<file path="config.mk">
export PLATFORM = sky130hd
export DESIGN_NAME = segEncoder
export DESIGN_NICKNAME = d
export VERILOG_FILES = /design/src/hw/dataMemPkg.sv /design/src/hw/segEncoder.sv
export SDC_FILE = /design/constraint.sdc
export NUM_CORES = 1
export LEC_CHECK = 0
export BUFFER_PORTS_ARGS = -buffer_cell sky130_fd_sc_hd__buf_2
export CORE_AREA = 2 2 39 41
export DETAILED_ROUTE_END_ITERATION = 6
export DIE_AREA = 0 0 41 43
export PLACE_DENSITY = 0.42
export SYNTH_ARGS = -nofsm -noshare
export SYNTH_HDL_FRONTEND = slang
export SYNTH_SLANG_ARGS = --single-unit
</file>
<file path="constraint.sdc">
create_clock -name vclk -period 1.6
set_clock_uncertainty 0.15 [all_clocks]
set_input_delay 0.32 -clock vclk [all_inputs]
set_output_delay 0.32 -clock vclk [all_outputs]
set_load 0.005 [all_outputs]
</file>
<file path="src/hw/dataMemPkg.sv">
package dataMemPkg;

    localparam int AddrWidth = 32;
    localparam int DataWidth = 32;

    typedef logic [DataWidth-1:0] wordT;

    // Regions the decoder can select.
    typedef enum logic [2:0] {
        RegRam,
        RegSegTable,
        RegSwitch,
        RegLed,
        RegTube,
        RegNone
    } RegionE;

    // Seven-segment table geometry.
    localparam int TableWords = 256;
    localparam int IndexWidth = $clog2(TableWords);                 // Word or table index bits.
    localparam logic [AddrWidth-1:0] TableBase = 32'd1024;
    localparam logic [AddrWidth-1:0] TableBytes = 32'(4 * TableWords);

    // Memory-mapped I/O addresses.
    localparam logic [AddrWidth-1:0] LedAddr = 32'h4000_000C;
    localparam logic [AddrWidth-1:0] SwitchAddr = 32'h4000_0010;
    localparam logic [AddrWidth-1:0] TubeAddr = 32'h4000_0014;

    // Port and field widths.
    localparam int SegWidth = 7;
    localparam int TubeWidth = 18;
    localparam int LedWidth = 8;
    localparam int SwitchWidth = 8;
    localparam int DigitWidth = 4;
    localparam int DigitCount = 3;                                  // Hundreds, tens, ones.

endpackage
</file>
<file path="src/hw/segEncoder.sv">
`timescale 1ns/100ps

module segEncoder import dataMemPkg::*; (
    input  logic [DigitWidth-1:0] digit,
    output logic [SegWidth-1:0] pattern
);

    // Active-high segments, bit order gfedcba.
    always_comb begin
        case (digit)
            4'd0: pattern = 7'h3F;
            4'd1: pattern = 7'h06;
            4'd2: pattern = 7'h5B;
            4'd3: pattern = 7'h4F;
            4'd4: pattern = 7'h66;
            4'd5: pattern = 7'h6D;
            4'd6: pattern = 7'h7D;
            4'd7: pattern = 7'h07;
            4'd8: pattern = 7'h7F;
            4'd9: pattern = 7'h6F;
            default: pattern = '0;                                  // Not a decimal digit.
        endcase
    end

endmodule

</file>
# Word-level counts from Yosys, hierarchy flattened
# Memories as Yosys holds them, arrays and structs flattened.
# Index checks and enable logic that the tools add are counted.
word_totals:
  mem_count: 1
  romBits: 112
  input_bits: 4
  word_cells: 1
  output_inout_bits: 7
  register_bits: 0
mem_list:
  columns: ["name", "words", "word_bits", "read_ports", "rd_clocked_by_memory_dff", "wr", "line", "source"]
  rows:
  - ["(no name shown)", 16, 7, 1, 0, 0, "segEncoder.sv:10", "case (digit)"]

# Depth between registers and ports, before layout
# Gate-level depths: netlist (run 1).
# An unclocked memory read counts as a cell.
depth:
  ltp_word: 1
  mapped_depth: 5
  mapped_depth_nobuf: 5

# Worst setup path after synthesis (run 1)
# Ideal clock, no wire load.
synth_path:
  path_type: "input-to-output"
  startpoint: "input port digit[0]"
  endpoint: "output port pattern[3]"
  stages: 4
  required_time_ns: 1.130
  setup_slack_ns: 0.255
  n_path_buf: 0
  t_arrival_ns: 0.875
  cell_sequence: "inv_1 -> ha_1 -> inv_1 -> o21ai_0"
synth_between:
  elab_chain_cells: 1
synth_lines:
  columns: ["element", "line", "source"]
  rows:
  - ["start, declared", "segEncoder.sv:4", "input logic [DigitWidth-1:0] digit,"]
  - ["memory (16 x 7 bit)", null, null]
  - ["end, declared", "segEncoder.sv:5", "output logic [SegWidth-1:0] pattern"]
# No other way between the ends.

# Worst setup path in the final report (run 1)
layout_path:
  startpoint: "input port digit[1]"
  endpoint: "output port pattern[0]"
# Same word-level chain as after synthesis.

==> results of run 1 <==
through the flow:
stage,worst slack [ns],util
5_1_grt,-0.0393,0.212
3_5_place_dp,-0.0154,0.211
6_report,0.0340,0.212
4_1_cts,0.0246,0.211
3_3_place_gp,0.00215,0.211
2_1_floorplan,0.255,-
layout make-up:
class                      count  area [um2]
fill                         166        1090
tap                           16        20.0
multi-input combinational     21         185
timing repair buffer          13        70.1
inverter                       5        18.8
how the worst min path moves through the flow:
| stage | endpoint | slack, ns |
|---|---|---|
| floorplan | pattern[5] | 0.53 |
| global placement | pattern[5] | 0.78 |
| detailed placement | pattern[5] | 0.79 |
| CTS | pattern[5] | 0.79 |
| global route | pattern[5] | 0.80 |
| finish | pattern[5] | 0.78 |
layout by cell type, fill, tap and decap left out, types with 2 or more instances in the layout:
master   Yosys  final
buf_2        0     11
ha_1         6      6
inv_1        5      5
o21ai_1      0      2
o21ai_0      4      2
buf_4        0      2
power by group through the flow:
stage	combinational (uW)	sequential, uW	clock [uW]
6_report	72.6	0	0
2_1_floorplan	38.2	0	0
5_1_grt	82.3	0	0
3_3_place_gp	72.8	0	0
3_5_place_dp	72.4	0	0
4_1_cts	73.6	0	0
repair_timing:
item / 4_1_cts / 5_1_grt
setup endpoints to repair: 2 / 5
pin swaps: 0 / 2
resized for setup: 2 / 1
cells by family (layout without fill, tap and decap cells):
| kind of cell | after synthesis | after routing | synth area share |
|---|---|---|---|
| AOI/OAI and AO/OA | 11 | 11 | 0.385 |
| xor gates and xnor gates | 1 | 1 | 0.0435 |
| adders and majority gates | 6 | 6 | 0.373 |
| buffers and inverters | 5 | 18 | 0.0932 |
| and+or+nand+nor | 3 | 3 | 0.106 |
per-layer routing:
layer  part of all wire  up-vias
li1                   -      115
met3              0.037        0
met4                  0        0
met5                  0        -
met1               0.43       97
met2               0.54        4
critical path: cells and delay by family:
family	cells	cell delay, ns
AOI/OAI and AO/OA	2	0.20
and+or+nand+nor	1	0.05
buffers and inverters	3	0.35
adders and majority gates	1	0.18
==> metrics, run 1 <==
Initial Util 0.146; met1 GRT Util 0.0728; Port Buffers 11; Avg WL per Cell 7.89 um; Seq Cell Count 0; vias 216; status finished clean; Syn. warnings 0; Seq pwr share 0; clock buffer count 0; post-placement cell area ~290 um2; met2 GRT Util 0.0875; switching power 36.6 uW; CP Data Arrival Time 1.10 ns; max_cap viols 0; synth top area cells ha_1 (37%), o21ai_0 (9.9%), inv_1 (9.3%), nor2b_4 (6.8%), o22ai_2 (6.2%); setup TNS 0 ns; worst path required time around 1.1 ns; drt via density 3.93; post-synthesis cell type count 14; CP endpoint pattern[0]; Final Hold Viols 0; layout cells sized above 1 0.462; largest net degree at the start of global routing 7; Syn Area/Cell 7.75 um2; DR iter-0 viols 0; cell mode on critical path buf_2; WHS around 0.8 ns; clock share of power 0; die height 43 um; post-route antenna net violation count 0; VDD IR max 0.0411 mV; Synth Cell Area 201 um2; total power 72.6 uW; post-synthesis sequential area ratio 0; vias in the first global route 181; final non-filler cell total 55; setup violators final 0; register area 0 um2; Hold Crit Class input port to primary output; Pleak approximately 0.00017 uW; critical path fanouts, max 4; crit end category primary output; min-delay src digit[2]; Crit Path Class input port to primary output; cell with the most instances after synthesis ha_1; nets@finish 51; most used routing layer met2; Die X-Extent just over 40 um; Inserted Diodes 0; dpl hpwl 399 um; Slowest Stage Delay on Critical Path around 0.18 ns; cts hold-fix bufs 0; post-synth top area share 0.373; Comb power frac 1.000; RSZ-0062 raised after global routing true; Max-slew headroom 0.907; CP cell instances buf_2 > inv_1 > ha_1 > nor2_2 > o21ai_2 > o21ai_0 > buf_2; Switching Share 0.504; P&R area growth vs syn 46.0%; slowest cell on the critical path ha_1; grt met3 use 0; Fmax 0.639 GHz; pwr/cell area 247 mW/mm2; Rows 14; Syn Inst Count 26; core outline area roughly 0.0014 mm2; Worst Setup Start Kind input port; DRC 0; period utilization 0.979; post-CTS setup buffers 0; area of the die 0.00176 mm2; worst-margin pin slew between 0.1 and 0.15 ns; GP Congestion approximately 0.64; Max Slew Vio Count 0; total iterations of the first detailed-routing run 1; dpl cells 55; syn_nets 36; Worst Setup SP digit[1]; Hold Path Depth 3; final instance area between 200 and 300 um2; first-pass GRT wire length 696 um; min Tclk post-route 1.57 ns; Synth top cells by count ha_1 (6), inv_1 (5), o21ai_0 (4); grt ovf 0; num ports 11; leading area contributor after synthesis ha_1; Tot GR Track Use 0.0509; total internal power 36.0 uW; initial antenna violation count 0; final wirelength roughly 430 um
No activity file was read; power rests on OpenSTA's default activity.
==> run 2: changes to the inputs <==
--- a/config.mk
+++ b/config.mk
@@ -9,7 +9,7 @@
 export CORE_AREA = 2 2 39 41
 export DETAILED_ROUTE_END_ITERATION = 6
 export DIE_AREA = 0 0 41 43
-export PLACE_DENSITY = 0.42
+export PLACE_DENSITY = 0.43
 export SYNTH_ARGS = -nofsm -noshare
 export SYNTH_HDL_FRONTEND = slang
 export SYNTH_SLANG_ARGS = --single-unit
==> constraint.sdc (replaced) <==
create_clock -name vclk -period 1.4
set_clock_uncertainty 0.15 [all_clocks]
set_input_delay 0.28 -clock vclk [all_inputs]
set_output_delay 0.28 -clock vclk [all_outputs]
set_load 0.005 [all_outputs]
==> run 2 against run 1 <==
Core utilization up 11 points. Clock-buffer cell count is the same. Die area unchanged. Largest cell class unchanged. Critical path depth down 1. Non-clock buffer count increased by 3. Worst hold slack worse by 0.057 ns. Combinational power up 75%. Routed wire length grew 34%. Power is 75% higher. Sequential share of layout area did not move. Flip-flop and latch count unchanged.
==> metrics, run 2 (same netlist as run 1, synthesis figures left out) <==
period utilization 0.996; cell mode on critical path buf_8 (was buf_2); Final Hold Viols 0 (unchanged); stages on the worst setup path 6 (was 7); Top Family by Delay on Critical Path buffers and inverters (unchanged); DRC 0 (unchanged); Crit Path Class input port to primary output (unchanged); Inserted Diodes 0 (unchanged); core outline area 0.00138 mm2 (unchanged); CP endpoint pattern[2] (was pattern[0]); Final Util 0.323 (was 0.212); clock buffer count 0 (unchanged); total power 127 uW (was 72.6 uW); total internal power 66.0 uW (was 36.0 uW); worst-margin pin slew 0.177 ns (was 0.138 ns); RSZ-0062 raised after global routing true (unchanged); num ports 11 (unchanged); Port Buffers 11 (unchanged); P&R area growth vs syn 122% (was 46.0%); Initial Util 0.146 (unchanged); CP Data Arrival Time 0.97 ns (was 1.10 ns); Comb power frac 1.000 (about the same); worst path bufs/invs 3 (unchanged); largest net degree at the start of global routing 6 (was 7); die height 43 um (unchanged); Tot GR Track Use 0.0689 (was 0.0509); nets@finish 54 (was 51); GP Congestion 0.685 (was 0.644); area of the die 0.00176 mm2 (unchanged); post-route antenna net violation count 0 (unchanged); min Tclk post-route 1.40 ns; vias in the first global route 218 (was 181); Max Slew Vio Count 0 (unchanged); final wirelength 583 um (was 434 um); Max-slew headroom 0.882 (was 0.907); CP cell instances buf_8 > buf_8 > ha_4 > a21oi_2 > a21o_1 > buf_2 (was buf_2 > inv_1 > ha_1 > nor2_2 > o21ai_2 > o21ai_0 > buf_2); VDD IR max 0.0871 mV (was 0.0411 mV); Seq Cell Count 0 (unchanged); register area 0 um2 (unchanged); Rows 14 (unchanged); pwr/cell area 284 mW/mm2 (was 247 mW/mm2); max_cap viols 0 (unchanged); Fmax 0.717 GHz; worst path required time 0.97 ns (was 1.13 ns); Pleak 0.000194 uW (was 0.000169 uW); layout cells sized above 1 0.762 (was 0.462); drt via density 4.05 (was 3.93); first-pass GRT wire length 903 um (was 696 um); Die X-Extent 41 um (unchanged); Multi-input gate area 274 um2 (was 185 um2); slowest cell on the critical path ha_4 (was ha_1); total iterations of the first detailed-routing run 1 (unchanged); most frequent cells in the layout buf_2 (9), ha_4 (6), o21ai_1 (3), buf_8 (3), buf_4 (3) (was buf_2 (11), ha_1 (6), inv_1 (5)); Switching Share 0.480 (was 0.504); Avg WL per Cell 10.1 um (was 7.89 um); post-CTS setup buffers 0 (unchanged); critical path fanouts, max 4 (unchanged); WHS 0.725 ns (was 0.782 ns); Hold Crit Class input port to primary output (unchanged); initial antenna violation count 0 (unchanged); Seq pwr share 0 (about the same); grt ovf 0 (unchanged); Worst Setup Start Kind input port (unchanged); switching power 60.9 uW (was 36.6 uW); clock share of power 0 (about the same); Worst Setup SP digit[1] (unchanged); DR iter-0 viols 0 (unchanged); Fillers 141 (was 166); commonest non-fill, non-tap cell in the layout buf_2 (unchanged); Slowest Stage Delay on Critical Path 0.15 ns (was 0.18 ns); status finished clean (unchanged); setup violators final 0 (unchanged); vias 235 (was 216); crit end category primary output (unchanged)
## run 2: metrics by stage
step | TNS, ns | instance area [um2] | std cells | setup WS (ns)
after floorplan | 0 | 201 | 26 | 0.135
after global placement | -0.590 | 314 | 58 | -0.119
after detailed placement | -0.589 | 314 | 58 | -0.118
after CTS | 0 | 409 | 58 | 0.00313
after global routing | -0.141 | 447 | 58 | -0.0454
final | 0 | 447 | 58 | 0.00493
## run 2: worst min-delay path, stage by stage
cell and delay, ns:
buf_2 0.12, o22ai_1 0.07, buf_2 0.12
## run 2: how the worst min path moves through the flow
stage | from | end | depth (start not counted)
after CTS | digit[2] | pattern[5] | 3
after floorplan | digit[2] | pattern[5] | 1
final | digit[2] | pattern[6] | 3
after detailed placement | digit[2] | pattern[5] | 3
after global routing | digit[2] | pattern[6] | 3
after global placement | digit[2] | pattern[5] | 3
## run 2: power groups by stage
stage	logic, uW	clock network [uW]	registers [uW]
after global routing	141	0	0
after global placement	89.7	0	0
final	127	0	0
after floorplan	43.6	0	0
after CTS	113	0	0
after detailed placement	89.6	0	0
## run 2: final cells by class
cell class	count	share of cell area
multi-input cells	21	0.613
repair buffers	16	0.277
inverters	5	0.0644
well taps	16	0.0448
## run 2: routing by layer
metal  vias up  wire (um)  global-route usage
met5         -          0                   0
met4         0          0                   0
met3         0         13                   0
met2         4        351               0.134
met1       107        218              0.0823
li1        124          -                   -
## run 2: repair_timing
action / CTS / global route
endpoints found under the setup margin: 7 / 7
gates resized for setup: 25 / 9
pin swaps: 6 / 3
hold buffers: 0 / 0
==> run 3: changes to the inputs <==
--- a/config.mk
+++ b/config.mk
@@ -6,10 +6,12 @@
 export NUM_CORES = 1
 export LEC_CHECK = 0
 export BUFFER_PORTS_ARGS = -buffer_cell sky130_fd_sc_hd__buf_2
+export CELL_PAD_IN_SITES_DETAIL_PLACEMENT = 0
+export CELL_PAD_IN_SITES_GLOBAL_PLACEMENT = 1
 export CORE_AREA = 2 2 39 41
 export DETAILED_ROUTE_END_ITERATION = 6
 export DIE_AREA = 0 0 41 43
-export PLACE_DENSITY = 0.43
+export PLACE_DENSITY = 0.54
 export SYNTH_ARGS = -nofsm -noshare
 export SYNTH_HDL_FRONTEND = slang
 export SYNTH_SLANG_ARGS = --single-unit
==> run 3 against run 2 <==
Clock-buffer cell count did not move. Critical path depth fell by 1. Largest power group unchanged. First-iteration DRC count did not move. Core utilization fell by 0.81 points. Power fell by 4.6%. Sequential share of layout area did not move. Flip-flop and latch count did not move. Fmax rose by 0.50%. Design area fell by 2.5%. Die area did not move. Setup slack improved by 0.0069 ns. Cell count did not move.
==> metrics, run 3 (same netlist as run 1, synthesis figures left out) <==
min-delay src digit[2] (unchanged); Met1 Wirelength 201 um (was 218 um); min Tclk post-route 1.39 ns (was 1.40 ns); Max Slew Vio Count 0 (unchanged); Tot GR Track Use 0.0599 (was 0.0689); worst path bufs/invs 3 (unchanged); Inserted Diodes 0 (unchanged); Initial Util 0.146 (unchanged); DRC 0 (unchanged); first-pass GRT wire length 786 um (was 903 um); Crit Path Class input port to primary output (unchanged); max_cap viols 0 (unchanged); Max-slew headroom 0.883 (was 0.882); final wirelength 525 um (was 583 um); vias 230 (was 235); Port Buffers 11 (unchanged); nets@finish 54 (unchanged); met3 wire len 24 um (was 13 um); grt ovf 0 (unchanged); area of the die 0.00176 mm2 (unchanged); Slowest Stage Delay on Critical Path 0.17 ns (was 0.15 ns); layout cells sized above 1 0.762 (unchanged); cts hold-fix bufs 0 (unchanged); pwr/cell area 278 mW/mm2 (was 284 mW/mm2); dpl cells 58 (unchanged); period utilization 0.992 (was 0.996); post-route antenna net violation count 0 (unchanged); P&R area growth vs syn 116% (was 122%); crit end category primary output (unchanged); initial antenna violation count 0 (unchanged); Worst Setup Start Kind input port (unchanged); total iterations of the first detailed-routing run 1 (unchanged); VDD IR max 0.0954 mV (was 0.0871 mV); slowest cell on the critical path a22o_1 (was ha_4); Die X-Extent 41 um (unchanged); WHS 0.720 ns (was 0.725 ns); critical path fanouts, max 5 (was 4); RSZ-0062 raised after global routing true (unchanged); worst-margin pin slew 0.175 ns (was 0.177 ns); Hold Path Depth 3 (unchanged); GP Congestion 0.646 (was 0.685); DR iter-0 viols 0 (unchanged); register area 0 um2 (unchanged); Avg WL per Cell 9.05 um (was 10.1 um); worst path required time 0.97 ns (about the same); drt via density 3.97 (was 4.05); CP cell instances buf_8 > buf_8 > ha_4 > a22o_1 > buf_2 (was buf_8 > buf_8 > ha_4 > a21oi_2 > a21o_1 > buf_2); post-CTS setup buffers 0 (unchanged); Final Hold Viols 0 (unchanged); status finished clean (unchanged); Hold Path End pattern[5] (was pattern[6]); core outline area 0.00138 mm2 (unchanged); vias in the first global route 199 (was 218); cell mode on critical path buf_8 (unchanged); highest metal layer with signal wires met3 (unchanged); num ports 11 (unchanged); dpl hpwl 445 um; clock buffer count 0 (unchanged); setup violators final 0 (unchanged); met2 routed WL 299 um (was 351 um); most frequent cells in the layout buf_2 (9), ha_4 (6), buf_4 (4) (was buf_2 (9), ha_4 (6), o21ai_1 (3), buf_8 (3), buf_4 (3)); commonest non-fill, non-tap cell in the layout buf_2 (unchanged); die height 43 um (unchanged); Top Family by Delay on Critical Path buffers and inverters (unchanged); Fmax 0.720 GHz (was 0.717 GHz); Hold Crit Class input port to primary output (unchanged); Rows 14 (unchanged); Seq Cell Count 0 (unchanged); final non-filler cell total 58 (unchanged); Pleak 0.000190 uW (was 0.000194 uW); largest net degree at the start of global routing 6 (unchanged); CP Data Arrival Time 0.96 ns (was 0.97 ns)
run 3: cell types whose count changed in the layout (fill, tap and decap cells not counted):
cell     change
a21oi_4      -1
buf_4        +1
a21oi_2      +1
buf_6        -1
run 3: power by group:
part | switching [uW] | internal, uW
Sequential | 0 | 0
Clock | 0 | 0
Combinational | 57.9 | 63.1
Total | 57.9 | 63.1
run 3: how the worst max path moves through the flow:
stage / from / endpoint / slack [ns] / depth (start not counted)
floorplan: digit[0] / pattern[3] / 0.14 / 4
global placement: digit[0] / pattern[3] / -0.12 / 6
detailed placement: digit[0] / pattern[1] / -0.11 / 5
CTS: digit[0] / pattern[4] / 0.0007 / 5
global route: digit[1] / pattern[2] / -0.03 / 6
finish: digit[1] / pattern[4] / 0.01 / 5
run 3: repair_timing:
action                                  in CTS  in global routing
endpoints found under the setup margin       7                  7
cloned                                       0                  0
endpoints found under the hold margin        0                  0
pin swaps                                    6                  3
resized for setup                           26                  6
run 3: per-layer routing:
layer	GRT usage	vias to the layer above
li1	-	121
met1	0.0728	105
met2	0.116	4
met3	0	0
met4	0	0
met5	0	-
run 3: stage by stage:
step / utilization / cell area (um2) / setup TNS [ns] / total power [uW] / setup WS [ns]
global route: 0.315 / 435 / -0.0970 / 134 / -0.0310
CTS: 0.298 / 413 / 0 / 114 / 0.000677
detailed placement: 0.227 / 314 / -0.583 / 89.7 / -0.114
global placement: 0.227 / 314 / -0.617 / 90.5 / -0.122
floorplan: - / 201 / 0 / 43.6 / 0.135
finish: 0.315 / 435 / 0 / 121 / 0.0119
run 3: worst min-delay path, delay by kind of cell:
kind	cells	cell delay [ns]
AO/OA/AOI/OAI	1	0.06
buffers and inverters	2	0.25
run 3: layout make-up:
| class | instances | area (um2) |
|---|---|---|
| well taps | 16 | 20.0 |
| repair buffers | 16 | 120 |
| fillers | 146 | 948 |
| inverters | 5 | 28.8 |
| multi-input cells | 21 | 267 |
