File: config.mk
export PLATFORM = sky130hd
export DESIGN_NAME = bcdSplitter_flat
export DESIGN_NICKNAME = d
export VERILOG_FILES = /design/src/hw/dataMemPkg.sv /design/src/hw/memBusIf.sv /design/src/hw/bcdSplitter.sv /design/src/flat_wrapper.sv
export SDC_FILE = /design/constraint.sdc
export NUM_CORES = 1
export LEC_CHECK = 0
export BUFFER_PORTS_ARGS = -buffer_cell sky130_fd_sc_hd__buf_2
export CAP_MARGIN = 20
export CELL_PAD_IN_SITES_DETAIL_PLACEMENT = 1
export CELL_PAD_IN_SITES_GLOBAL_PLACEMENT = 1
export CORE_MARGIN = 4
export CORE_UTILIZATION = 25
export DETAILED_ROUTE_END_ITERATION = 6
export GPL_TIMING_DRIVEN = 1
export PLACE_DENSITY_LB_ADDON = 0.1
export SLEW_MARGIN = 30
export SYNTH_ARGS = -nofsm -noshare
export SYNTH_HDL_FRONTEND = slang
export SYNTH_SLANG_ARGS = --single-unit
File: constraint.sdc
create_clock -name vclk -period 6.9
set_clock_uncertainty 0.15 [all_clocks]
set_input_delay 0 -clock vclk [all_inputs]
set_output_delay 0 -clock vclk [all_outputs]
set_load 0.01 [all_outputs]
File: src/hw/dataMemPkg.sv
package dataMemPkg;

    localparam int AddrWidth = 32;
    localparam int DataWidth = 32;

    typedef logic [DataWidth-1:0] wordT;

    // Regions the decoder can select.
    typedef enum logic [2:0] {
        RegRam,
        RegSegTable,
        RegSwitch,
        RegLed,
        RegTube,
        RegNone
    } RegionE;

    // Seven-segment table geometry.
    localparam int TableWords = 256;
    localparam int IndexWidth = $clog2(TableWords);                 // Word or table index bits.
    localparam logic [AddrWidth-1:0] TableBase = 32'd1024;
    localparam logic [AddrWidth-1:0] TableBytes = 32'(4 * TableWords);

    // Memory-mapped I/O addresses.
    localparam logic [AddrWidth-1:0] LedAddr = 32'h4000_000C;
    localparam logic [AddrWidth-1:0] SwitchAddr = 32'h4000_0010;
    localparam logic [AddrWidth-1:0] TubeAddr = 32'h4000_0014;

    // Port and field widths.
    localparam int SegWidth = 7;
    localparam int TubeWidth = 18;
    localparam int LedWidth = 8;
    localparam int SwitchWidth = 8;
    localparam int DigitWidth = 4;
    localparam int DigitCount = 3;                                  // Hundreds, tens, ones.

endpackage
File: src/hw/memBusIf.sv
`timescale 1ns/100ps

interface memBusIf import dataMemPkg::*; #(
    parameter int RamAddrBits = 8
);

    logic readEnable;
    logic writeEnable;
    RegionE region;
    logic [IndexWidth-1:0] wordIndex;
    wordT writeData;

    // RAM word address, a slice of the shared index.
    logic [RamAddrBits-1:0] ramIndex;

    assign ramIndex = wordIndex[RamAddrBits-1:0];

    modport decoder (
        output readEnable,
        output writeEnable,
        output region,
        output wordIndex,
        output writeData
    );

    modport target (
        input readEnable,
        input writeEnable,
        input region,
        input wordIndex,
        input ramIndex,
        input writeData
    );

endinterface

File: src/hw/bcdSplitter.sv
`timescale 1ns/100ps

module bcdSplitter import dataMemPkg::*; (
    memBusIf.target bus,
    output logic [DigitCount-1:0][DigitWidth-1:0] digits
);

    localparam int BcdWidth = DigitCount * DigitWidth;

    // BCD digits sit above the binary part and fill as it shifts in.
    always_comb begin
        logic [BcdWidth+IndexWidth-1:0] work;
        logic [DigitWidth-1:0] nibble;

        work = '0;
        work[IndexWidth-1:0] = bus.wordIndex;
        for (int s = 0; s < IndexWidth; s++) begin
            for (int d = 0; d < DigitCount; d++) begin
                nibble = work[IndexWidth + d*DigitWidth +: DigitWidth];
                if (nibble > 4'd4) begin
                    work[IndexWidth + d*DigitWidth +: DigitWidth] = nibble + 4'd3;
                end
            end
            work = work << 1;
        end
        digits = work[IndexWidth +: BcdWidth];                      // Ones in digits[0].
    end

endmodule

File: src/flat_wrapper.sv
// flat-port wrapper written by rule: the top's interface ports become plain ports
module bcdSplitter_flat import dataMemPkg::*;
  (digits, bus_readEnable, bus_writeEnable, bus_region, bus_wordIndex, bus_writeData);
  memBusIf bus_i ();
  output logic [DigitCount-1:0][DigitWidth-1:0] digits;
  input wire logic [$bits(bus_i.readEnable)-1:0] bus_readEnable;
  input wire logic [$bits(bus_i.writeEnable)-1:0] bus_writeEnable;
  input wire logic [$bits(bus_i.region)-1:0] bus_region;
  input wire logic [$bits(bus_i.wordIndex)-1:0] bus_wordIndex;
  input wire logic [$bits(bus_i.writeData)-1:0] bus_writeData;
  assign bus_i.readEnable = bus_readEnable;
  assign bus_i.writeEnable = bus_writeEnable;
  assign bus_i.region = bus_region;
  assign bus_i.wordIndex = {>>{bus_wordIndex}};
  assign bus_i.writeData = bus_writeData;
  bcdSplitter u_core (.bus(bus_i), .digits(digits));
endmodule
Yosys cells after proc, flatten, opt, wreduce, memory -nomap -nowiden
Cells that the tools add are included.
{ "classes": {"n_addsub": 18, "multipliers": 0, "div_mod_pow": 0, "n_lt_le_gt_ge": 18, "eq_ne": 0, "shifts": 0, "n_mux": 18, "n_bitwise": 0, "reduce_logical": 0} }
{ "ops": {"columns": ["op", "n"], "rows": [
  ["greater-than comparator 4 x 3 -> 1 bit (second input constant)", 15],
  ["2-to-1 mux 4 bit", 12],
  ["adder 4 x 2 -> 4 bit (second input constant)", 11],
  ["2-to-1 mux 3 bit", 6],
  ["adder 3 x 2 -> 3 bit (second input constant)", 4],
  ["adder 1 x 2 -> 3 bit (second input constant)", 2],
  ["greater-than comparator 1 x 3 -> 1 bit (second input constant)", 2],
  ["adder 1 x 2 -> 3 bit (both inputs constant)", 1],
  ["greater-than comparator 1 x 3 -> 1 bit (both inputs constant)", 1]
]} }
{ "totals": {"register_bits": 0, "latchBits": 0, "ramBits": 0, "romBits": 0, "in_bits": 45, "wordCells": 54, "memories": 0} }

Logic depth before layout (Yosys ltp)
Gate-level depths: netlist (run 1).
{ "logic_depth": {"word_depth": 14, "mapped_depth": 23, "depth_no_buf": 20} }

Worst setup path before layout (run 1)
Ideal clock, no wire load.
{ "synth_timing": {"kind": "input port to output port", "start": "input bus_wordIndex[5]", "end": "output digits[2] (netlist name)", "arrival_ps": 3959, "path_slack_ps": 2791, "cell_stages": 22, "n_path_buf": 3, "path_cell_list": "buf_4 -> inv_1 -> ha_1 -> inv_1 -> ha_1 -> buf_6 -> xor2_4 -> mux2i_1 -> a221o_1 -> o21ai_0 -> o21ai_0 -> ha_1 -> buf_2 -> clkinv_1 -> o211ai_1 -> o221ai_1 -> a222oi_1 -> xnor2_1 -> ha_1 -> a31oi_1 -> nor2_1 -> mux2i_1"} }
{ "synth_rtl": {"columns": ["element", "line", "source"], "rows": [
  ["start: declaration", "flat_wrapper.sv:9", "input wire logic [$bits(bus_i.wordIndex)-1:0] bus_wordIndex;"],
  ["end: declaration", "flat_wrapper.sv:5", "output logic [DigitCount-1:0][DigitWidth-1:0] digits;"]
]} }

==> flow_results.org, run 1 <==
** STA
- Setup violations remaining at the end of the flow were counted as 0.
- Number of endpoints with negative hold slack in the final report :: 0
- Static timing analysis puts the maximum clock frequency at 187 MHz.
- Slew at the pin closest to its max-slew limit :: 0.712 ns
- Unrepaired setup endpoints after global routing :: no
- The final count of pins violating max slew came to 0.
- The routed design could run at a clock period as short as 5.35 ns.
- Headroom to the max-slew limit :: 0.525
- Setup tns final :: 0 ns
- Of the available clock period, the critical path in the final layout requires 0.775.

** Pwr
- The analysis attributes to cell leakage a power of 0.498 nW.
- Power spread over the standard cell area amounts to 131 mW/mm^2.
- Clk network pwr share :: 0
- The internal portion of the total power is 66.8 uW.
- Relative contribution of sequential cells to total power :: 0
- Sw Pwr :: 99.3 uW
- Worst VDD drop :: 0.0294 mV
- Of the total power, combinational logic draws 1.000.
- Switching fraction of total power :: 0.598

** Synth
- Portion of netlist area occupied by mux cells :: 0.0555
- The Yosys step of the flow raised 0 warnings.
- In this run the mean area of a mapped cell was 6.99 sq um.
- The netlist uses 59 different library cells.
- Dominant combinational cell family by area after synthesis :: compound AO/OA/AOI/OAI gates
- Adder and majority gate portion of the synthesized area :: 0.105
- Portion of the post-synthesis area used by sequential elements :: 0
- Xor and xnor area share after synthesis :: 0.0806
- After synthesis the cells add up to 0.00119 sq mm.
- Synth Area in Compound Gates :: 0.403
- Counting every instance in the synthesized netlist gives 171.
- Area share of and/or/nand/nor cells after synthesis :: 0.243

** Die
- The die is 77.1 um tall.
- Die Span X :: 77.1 um
- The initial utilization of the core area, before any placement, comes to 0.267.
- The floorplan step defined a core boundary enclosing 0.00447 sq mm.
- In this run the count of I/O pins placed on the die edge is 57.
- The floorplan step defined a die boundary enclosing 0.00595 sq mm.
- Number of placement rows :: 24

** Finish
- The area growth from synthesis to layout is 6.39%.
- At the end of the flow, the number of nets in the layout was 233.
- The layout has 0 clock buffers.
- Sequential cells placed in the final layout were counted as 0.
- The multi-input combinational cells in the finished layout cover a total of 0.00107 sq mm.
- Share of final-layout standard cells stronger than drive strength 1 :: 0.170
- Finished Core Util :: 0.284
- The filler cells instantiated in the layout total 579.
- Antenna diodes :: 0
- In the final layout, flip-flops and latches occupy 0 sq um.
- Finished layout cell area :: 0.00127 sq mm

** Route
- Total number of vias :: 1361
- In this run, the number of DRC markers left after iteration 0 of detailed routing was 63.
- The pre-antenna-repair detailed-routing pass consisted of 4 iterations.
- Avg Vias per Cell :: 5.97
- Total wire length after detailed routing :: 3970 um
- For this run, design rule violations remaining after detail routing come to 0.
- Number of nets with antenna violations after detailed routing :: 0
- Post-DR wirelength/cell :: 17.4 um

** Worst hold path
- The path with the worst hold slack has its endpoint at digits[1].
- Worst Hold Path Cells :: 3
- The worst hold path belongs to the class input pin to output port.
- Min-Delay Startpoint :: bus_wordIndex[1]

** Worst setup path
- The worst setup path is launched from an input pin.
- Together, buffers and inverters on the worst path number 5.
- The signal on the critical path passes through buf_2 > inv_1 > ha_1 > inv_1 > ha_1 > xor2_4 > mux2i_1 > a221o_1 > o21ai_0 > o21ai_0 > ha_1 > clkinv_1 > o211ai_1 > o221ai_1 > a222oi_1 > xnor2_1 > ha_1 > a31oi_1 > nor2_1 > mux2i_1 > buf_2.
- STA puts the critical path data arrival time at 5.20 ns.
- Top fanout value on the critical path :: 11
- Data required time of the worst path :: 6.75 ns
- Critical path class :: input pin to output port
- Family of cells with the greatest summed delay on the critical path :: compound AO/OA/AOI/OAI gates
- Master of the slowest instance on the critical path :: a222oi_1
- Crit. End Element :: output port
- Cell occurring most often along the worst timing path :: ha_1
- In this design, the stage delay of the slowest critical-path cell is 0.50 ns.

** Global route
- Maximum number of pins on one net before global-route repair :: 18
- Global-route wire length before repair :: 6510 um
- The via count of the first global-routing pass came to 1270.
- Antenna violations before repair :: 0
- Total routing resource utilization after global routing :: 0.128
- For this run the aggregate overflow at the end of global routing stands at 0.

** Flow run
- Across the run, the number of max-cap violations was 0.

** Clock network
- Number of hold buffers added after CTS :: 1
- Post-CTS setup repair buffer count :: 0
- After clock tree synthesis, the repair step resized 0 gates.

** Placed design
- Routability-driven placement finished with a final weighted congestion of 0.793.
- The placed instances occupy a cell area of 0.00126 sq mm.
- The wire-length estimate of the detail-placed layout is 3080 um.
- Port Buf Inserts :: 16

** Run status
- The run finished with clean final reports.
==> per-layer routing <==
| metal | GRT usage | vias up | routed length (um) |
|---|---|---|---|
| met5 | 0 | - | 0 |
| met4 | 0.00534 | 0 | 0 |
| met3 | 0.00351 | 0 | 172 |
| met2 | 0.242 | 27 | 2010 |
| met1 | 0.168 | 688 | 1790 |
| li1 | - | 646 | - |
==> power by group through the flow <==
stage          combinational, mW  clock (mW)  sequential (mW)
5_1_grt                    0.184           0                0
3_3_place_gp               0.160           0                0
3_5_place_dp               0.167           0                0
2_1_floorplan              0.125           0                0
4_1_cts                    0.168           0                0
6_report                   0.166           0                0
==> synth_stat cells, types with 2 or more instances <==
cell | number | share of area
nor2_1 | 16 | 0.050
nand2_1 | 15 | 0.047
a21oi_1 | 12 | 0.050
ha_1 | 10 | 0.10
inv_1 | 10 | 0.031
o21ai_0 | 9 | 0.038
xnor2_1 | 6 | 0.044
nor3_1 | 5 | 0.021
a31oi_1 | 4 | 0.021
buf_4 | 4 | 0.025
clkbuf_1 | 4 | 0.013
mux2i_1 | 4 | 0.034
o22ai_1 | 4 | 0.021
a22oi_1 | 3 | 0.019
buf_2 | 3 | 0.013
nand2b_1 | 3 | 0.016
o211ai_1 | 3 | 0.019
o21ai_1 | 3 | 0.013
o221ai_1 | 3 | 0.022
a211o_1 | 2 | 0.015
and3_1 | 2 | 0.010
buf_6 | 2 | 0.019
clkinv_1 | 2 | 0.0063
nand3_1 | 2 | 0.0084
nand3b_1 | 2 | 0.013
nor3b_1 | 2 | 0.013
nor4_1 | 2 | 0.010
o2111ai_1 | 2 | 0.015
or3b_1 | 2 | 0.015
==> cells in the final DEF (no fill, tap or decap), drive strengths merged, types with 2 or more instances in the layout <==
cell type	n
nand3b	2
o22ai	4
o2bb2ai	2
conb	2
or3b	2
a22oi	3
o2111ai	2
and3	2
a211oi	2
a2bb2oi	2
clkinv	2
nor4	2
inv	11
o221ai	3
mux2i	4
o21ai	12
nor3	5
nand2b	4
mux2	2
and2	2
nand3	2
buf	16
nand2	16
a31oi	4
ha	10
a211o	2
o211ai	3
nor2	17
nor3b	2
xnor2	7
a21oi	13
a221oi	2
==> worst max path at each step <==
stage                      to              from  cells after the start  slack [ns]
floorplan           digits[2]  bus_wordIndex[5]                     22        2.79
global placement    digits[2]  bus_wordIndex[5]                     21        1.79
detailed placement  digits[2]  bus_wordIndex[5]                     21        1.47
CTS                 digits[2]  bus_wordIndex[5]                     21        1.46
global route        digits[2]  bus_wordIndex[5]                     21        0.98
finish              digits[2]  bus_wordIndex[5]                     21        1.55
==> per-stage QoR <==
step                      setup slack, ns  std cells  hold slack [ns]  power, mW
after floorplan                      2.79        172          -0.0623      0.125
after global placement               1.79        227           -0.150      0.160
after detailed placement             1.47        227           -0.150      0.167
after CTS                            1.46        228            0.146      0.168
after global routing                0.977        228            0.165      0.184
final                                1.55        228            0.140      0.166
==> area by class of cell <==
type	instances	area share
Timing Repair Buffer	17	0.0709
Tap cell	52	0.0512
Inverter	13	0.0384
Multi-Input combinational cell	146	0.840
==> kinds of logic after synthesis <==
logic type	Yosys count
AO/OA/AOI/OAI	63
AND/OR/NAND/NOR	57
buffers and inverters	26
adder cells (fa/ha/maj)	10
XOR/XNOR	8
multiplexers	6
other	1
Power figures use the tool's default switching activity.
==> run 2: changes to the inputs <==
clock period = 4.75 ns   (was 6.9 ns; I/O delays follow)
==> flow_results.org, run 2 (same netlist as run 1, synthesis figures left out) <==
** STA
- Final clock period utilization by the worst path :: 0.907
- Setup total negative slack on the finished layout was measured at 0 ns.
- The routed design could run at a clock period as short as 4.31 ns.
- Setup violations remaining at the end of the flow were counted as 0.
- The worst pin sits at a relative slew slack of 0.666.
- Worst slack on hold paths :: 0.139 ns
- At the pin with the least slew margin, the transition time is 0.501 ns.
- Fmax achieved :: 232 MHz
- Count of final max-slew check failures :: 0
- The count of endpoints failing hold in the final timing report came to 0.

** Route
- Total number of vias :: 1396
- Dividing the detail-routed wire length by the instance count gives 16.9 um.
- Using the TritonRoute via totals, the vias-per-cell ratio works out to 5.77.
- Wires add up to 4090 um.
- Drt initial violations :: 64
- DRC viols :: 0
- Number of nets with antenna violations after detailed routing :: 0
- The pre-antenna-repair detailed-routing pass consisted of 4 iterations.

** Finish
- Across the whole layout, storage elements account for 0 sq um.
- The library cells used most frequently in the layout, excluding fill and tap cells, are 16 x nor2_1, 16 x buf_2, 15 x nand2_1, 14 x buf_4, 12 x a21oi_1.
- Share of final-layout standard cells stronger than drive strength 1 :: 0.247
- 0 antenna diodes ended up in the layout.
- Number of clock buffer instances in the layout :: 0
- The final layout contains 247 nets.
- Compared with the post-synthesis result, the final layout area differs by 16.8%.
- Count of flip-flops and latches :: 0

** Run status
- Outcome :: complete, no violations

** Worst hold path
- The worst hold path terminates at digits[1].
- The path class of the tightest hold or removal check is input pin to output port.
- Min-Delay Startpoint :: bus_wordIndex[1]
- Counting instances, the worst hold path has a depth of 3.

** Die
- The core region is 0.00447 sq mm.
- Overall die area :: 0.00595 sq mm
- I/O pin cnt :: 57
- Number of placement rows :: 24
- Initial core utilization :: 0.267
- Vert. Die Dim :: 77.1 um
- From left edge to right edge, the die measures 77.1 um.

** Worst setup path
- Data on the critical path arrives at its endpoint at 4.16 ns.
- Among all stages on the critical path, the largest delay is contributed by a222oi_1.
- Delay of the slowest cell on the worst path :: 0.51 ns
- Data required time of the worst path :: 4.60 ns
- Cell occurring most often along the worst timing path :: ha_1
- Crit. Startpoint :: bus_wordIndex[6]
- Critical path class :: input pin to output port
- The worst setup path is captured at an output port.
- The worst setup path is launched from an input pin.
- Of all nets on the critical path, the largest fanout is 7.
- Walking the worst path, the cells encountered are buf_2 > inv_1 > ha_1 > inv_1 > ha_4 > xor2_4 > mux2i_2 > a221o_1 > o21ai_0 > o21ai_0 > ha_1 > clkinv_1 > o211ai_1 > o221ai_1 > a222oi_1 > xnor2_1 > ha_1 > a31oi_1 > nor2_1 > mux2i_1 > buf_2.

** Flow run
- Reported max-cap violation count :: 0

** Pwr
- For this design the ratio of total power to cell area is 190 mW/mm^2.
- Internal power :: 114 uW
- The completed layout was analyzed and its total power is 265 uW.
- Switching fraction of total power :: 0.569
- Relative contribution of sequential cells to total power :: 0
- The analysis attributes to net switching a power of 150 uW.
- Worst VDD drop :: 0.0385 mV
- Leak Pwr :: 0.562 nW
- Clk network pwr share :: 0
- Power share of the combinational group :: 1.000

** Global route
- Via count of the first global-routing pass :: 1453
- After global routing the overflow that remains totals 0.
- Antenna violations before repair :: 0
- Global-route wire length before repair :: 7020 um
- Entering global routing, the biggest net connects 18 pins.
- Total routing resource utilization after global routing :: 0.138

** Placed design
- Port Buf Inserts :: 16
- Detailed placement ended at an HPWL of 3270 um.
- Routability cong. :: 0.785
## run 2: what timing repair did
action | in CTS | in global routing
endpoints found under the hold margin | 1 | 0
buffers inserted | 0 | 2
resized for setup | 0 | 4
setup endpoints to repair | 0 | 2
hold buffers | 1 | 0
## run 2: per-layer routing
| layer | global-route usage | routed length (um) | vias to the layer above |
|---|---|---|---|
| met1 | 0.178 | 1820 | 684 |
| met2 | 0.250 | 2090 | 36 |
| met5 | 0 | 0 | - |
| met4 | 0.0356 | 89 | 0 |
| met3 | 0.00234 | 89 | 8 |
| li1 | - | - | 668 |
## run 2: stage by stage
stage	util	cell area (sq um)	cells	worst slack, ns
5_1_grt	0.312	1400	242	-0.0255
6_report	0.312	1400	242	0.442
2_1_floorplan	-	1200	172	0.641
4_1_cts	0.304	1360	240	0.198
3_5_place_dp	0.302	1350	239	0.228
3_3_place_gp	0.302	1350	239	0.419
## run 2: critical path, delay by kind of cell
family          cells  cell delay, ns
simple gates        1            0.20
mux                 2            0.54
xor+xnor            2            0.49
buf+inv             5            0.64
fa+ha+maj           4            0.88
compound gates      7            1.41
## run 2: area by class of cell
| type | instances | area, sq um |
|---|---|---|
| Fill cell | 566 | 3080 |
| Multi-Input combinational cell | 146 | 1090 |
| Timing Repair Buffer | 31 | 195 |
| Tap cell | 52 | 65.1 |
| Inverter | 13 | 48.8 |
## run 2: how the worst max path moves through the flow
stage | endpoint | slack [ns] | cells past startpoint
final | digits[2] | 0.44 | 21
after global routing | digits[2] | -0.03 | 22
after CTS | digits[2] | 0.20 | 21
after detailed placement | digits[2] | 0.23 | 21
after global placement | digits[2] | 0.42 | 21
after floorplan | digits[2] | 0.64 | 22
## run 2: power groups by stage
stage                     Combinational [mW]  Sequential [mW]  Clock (mW)
final                                  0.265                0           0
after floorplan                        0.181                0           0
after detailed placement               0.260                0           0
after global routing                   0.293                0           0
after global placement                 0.248                0           0
after CTS                              0.262                0           0
==> run 3: changes to the inputs <==
ABC_AREA = 1   (was unset)
CORE_UTILIZATION = 24   (was 25)
REMOVE_ABC_BUFFERS = 1   (was unset)
==> flow_results.org, run 3 <==
** Placed design
- Instance area after placement :: 931 sq um
- Port Buf Inserts :: 16
- Placement-stage worst setup slack :: 1.48 ns
- Detailed placement ended at an HPWL of 1820 um.
- Routability cong. :: 0.739
- After detailed placement, the design holds a cell count of 209.

** Pwr
- Leak Pwr :: 0.612 nW
- The analysis attributes to net switching a power of 131 uW.
- Across the VDD grid, the largest voltage drop is 0.0861 mV.
- Power share of the combinational group :: 1.000
- The share of total power dissipated in the clock network is 0.
- The internal power of the cells totals 75.8 uW.
- Total power :: 207 uW
- Switching fraction of total power :: 0.634
- Of the total power, registers draw 0.
- Power per Cell Area :: 220 mW/mm^2

** Global route
- Via count of the first global-routing pass :: 881
- Maximum number of pins on one net before global-route repair :: 7
- Global-route wire length before repair :: 3440 um
- The number of antenna violations at the first check in global routing was 0.
- Summed over all layers, the global routing overflow is 0.
- Total routing resource utilization after global routing :: 0.0926

** Worst setup path
- In this design, the stage delay of the slowest critical-path cell is 0.26 ns.
- Critical path class :: input pin to output port
- Master of the slowest instance on the critical path :: nand3b_2
- Cell occurring most often along the worst timing path :: nand2_1
- At the worst endpoint, the required time is 4.60 ns.
- Crit. End Element :: output port
- STA puts the critical path data arrival time at 3.07 ns.
- Top fanout value on the critical path :: 5
- STA classifies the critical path startpoint as an input pin.

** STA
- Dividing the final minimum period by the clock period gives 0.677.
- The worst path needs 3.22 ns of the cycle, external delays included.
- The count of endpoints failing hold in the final timing report came to 0.
- Unrepaired setup endpoints after global routing :: no
- Static timing analysis puts the maximum clock frequency at 311 MHz.
- The final count of pins violating max slew came to 0.
- Count of final setup violators :: 0
- The worst path meets setup with 1.53 ns of slack.
- Worst slack on hold paths :: 0.178 ns
- Setup tns final :: 0 ns

** Synth
- Synthesis handed over a netlist of 151 instances.
- The synthesized netlist occupies a cell area of 815 sq um.
- Of the total synthesized cell area, the portion taken by full adders, half adders and majority gates is 0.154.
- Most used standard cells in the synthesized netlist :: 42 x nand2_1, 29 x inv_1, 17 x nand3_1
- Main area contributors after synthesis :: nand2_1 19%, ha_1 15%, inv_1 13%
- Cell type contributing the most total cell area after synthesis :: nand2_1
- After synthesis, the largest family of logic cells by area is simple AND/OR/NAND/NOR gates.
- Area share of and/or/nand/nor cells after synthesis :: 0.567
- After synthesis, the mean cell area works out to 5.39 sq um.
- Area fraction of the dominant cell type after synthesis :: 0.194
- The most common cell in the synthesized netlist is nand2_1.
- Portion of netlist area occupied by mux cells :: 0
- Xor and xnor area share after synthesis :: 0.0108
- Portion of the post-synthesis area used by sequential elements :: 0
- During synthesis, Yosys emitted a total of 0 warnings.
- Number of unique standard cell types used by synthesis :: 18
- The synthesized-area fraction occupied by ao, oa, aoi and oai cells came to 0.0845.

** Finish
- Net count of the finished layout :: 223
- The area growth from synthesis to layout is 15.5%.
- Once layout is complete, the utilization of the core stands at 0.298.
- With fillers left out, the area of the finished cells amounts to 941 sq um.
- Top library cells by usage in the layout, fill and taps aside :: 42 x nand2_1, 29 x inv_1, 17 x nand3_1, 16 x nand2_2, 16 x buf_2
- Antenna diodes :: 0
- The layout has 0 clock buffers.
- Share of final-layout standard cells stronger than drive strength 1 :: 0.271
- Once layout is complete, the cells apart from fillers number 210.
- There are 0 flip-flops and latches.
- Commonest non-fill, non-tap cell in the layout :: nand2_1
- Registers take 0 sq um.

** Die
- Standard cell core area :: 0.00315 sq mm
- For this design the top-level I/O count stands at 57.
- Measured along the y axis, the die boundary spans 66.3 um.
- The initial utilization of the core area, before any placement, comes to 0.258.
- Overall die area :: 0.00439 sq mm
- The die is 66.3 um wide.
- Number of placement rows :: 20

** Clock network
- In this run, post-CTS repair resized a total of 0 instances.
- After clock tree synthesis, the flow added hold-fix buffers numbering 1.
- Once the clock tree was built, the setup fixing pass inserted 0 buffers.

** Worst hold path
- Hold WC Path Type :: input pin to output port

** Route
- Avg Vias per Cell :: 4.19
- Total number of vias :: 879
- Total wire length after detailed routing :: 1940 um
- Number of nets with antenna violations after detailed routing :: 0
- In the routed design, unresolved DRC markers number 0.
- Drt initial violations :: 10
- The pre-antenna-repair detailed-routing pass consisted of 4 iterations.
- Post-DR wirelength/cell :: 9.23 um

** Run status
- The run finished with clean final reports.

** Flow run
- Max-cap violations in this run came to 0.
[run 3: routing by layer]
| metal | track usage | wire length, um | vias to the layer above |
|---|---|---|---|
| li1 | - | - | 485 |
| met3 | 0.00340 | 71 | 0 |
| met1 | 0.117 | 906 | 380 |
| met4 | 0 | 0 | 0 |
| met2 | 0.181 | 962 | 14 |
| met5 | 0 | 0 | - |
[run 3: path summary, 6_finish.rpt]
check | startpoint | to | slack [ns] | depth (start not counted)
hold / removal | bus_wordIndex[1] | digits[1] | 0.18 | 4
setup / recovery | bus_wordIndex[5] | digits[1] | 1.53 | 29
[run 3: area by class of cell]
type,count,area (sq um)
Timing Repair Buffer,17,90.1
Fill cell,447,2210
Multi-Input combinational cell,116,672
Inverter,33,124
Tap cell,44,55.1
[run 3: kinds of logic (layout without fill, tap and decap cells)]
| logic type | after synthesis | count (layout) |
|---|---|---|
| buffers and inverters | 36 | 50 |
| adders and majority gates | 10 | 10 |
| and+or+nand+nor | 90 | 90 |
| other | 1 | 2 |
| xor gates and xnor gates | 1 | 1 |
| AOI/OAI and AO/OA | 13 | 13 |
[run 3: worst max-delay path: cells and delay by family]
family / cells / cell delay [ns]
and+or+nand+nor: 16 / 1.60
adders and majority gates: 4 / 0.86
buffers and inverters: 9 / 0.62
[run 3: power groups by stage]
stage                     logic, mW  registers (mW)  clock network, mW
after floorplan               0.156               0                  0
after global placement        0.205               0                  0
after detailed placement      0.210               0                  0
after CTS                     0.212               0                  0
after global routing          0.239               0                  0
final                         0.207               0                  0
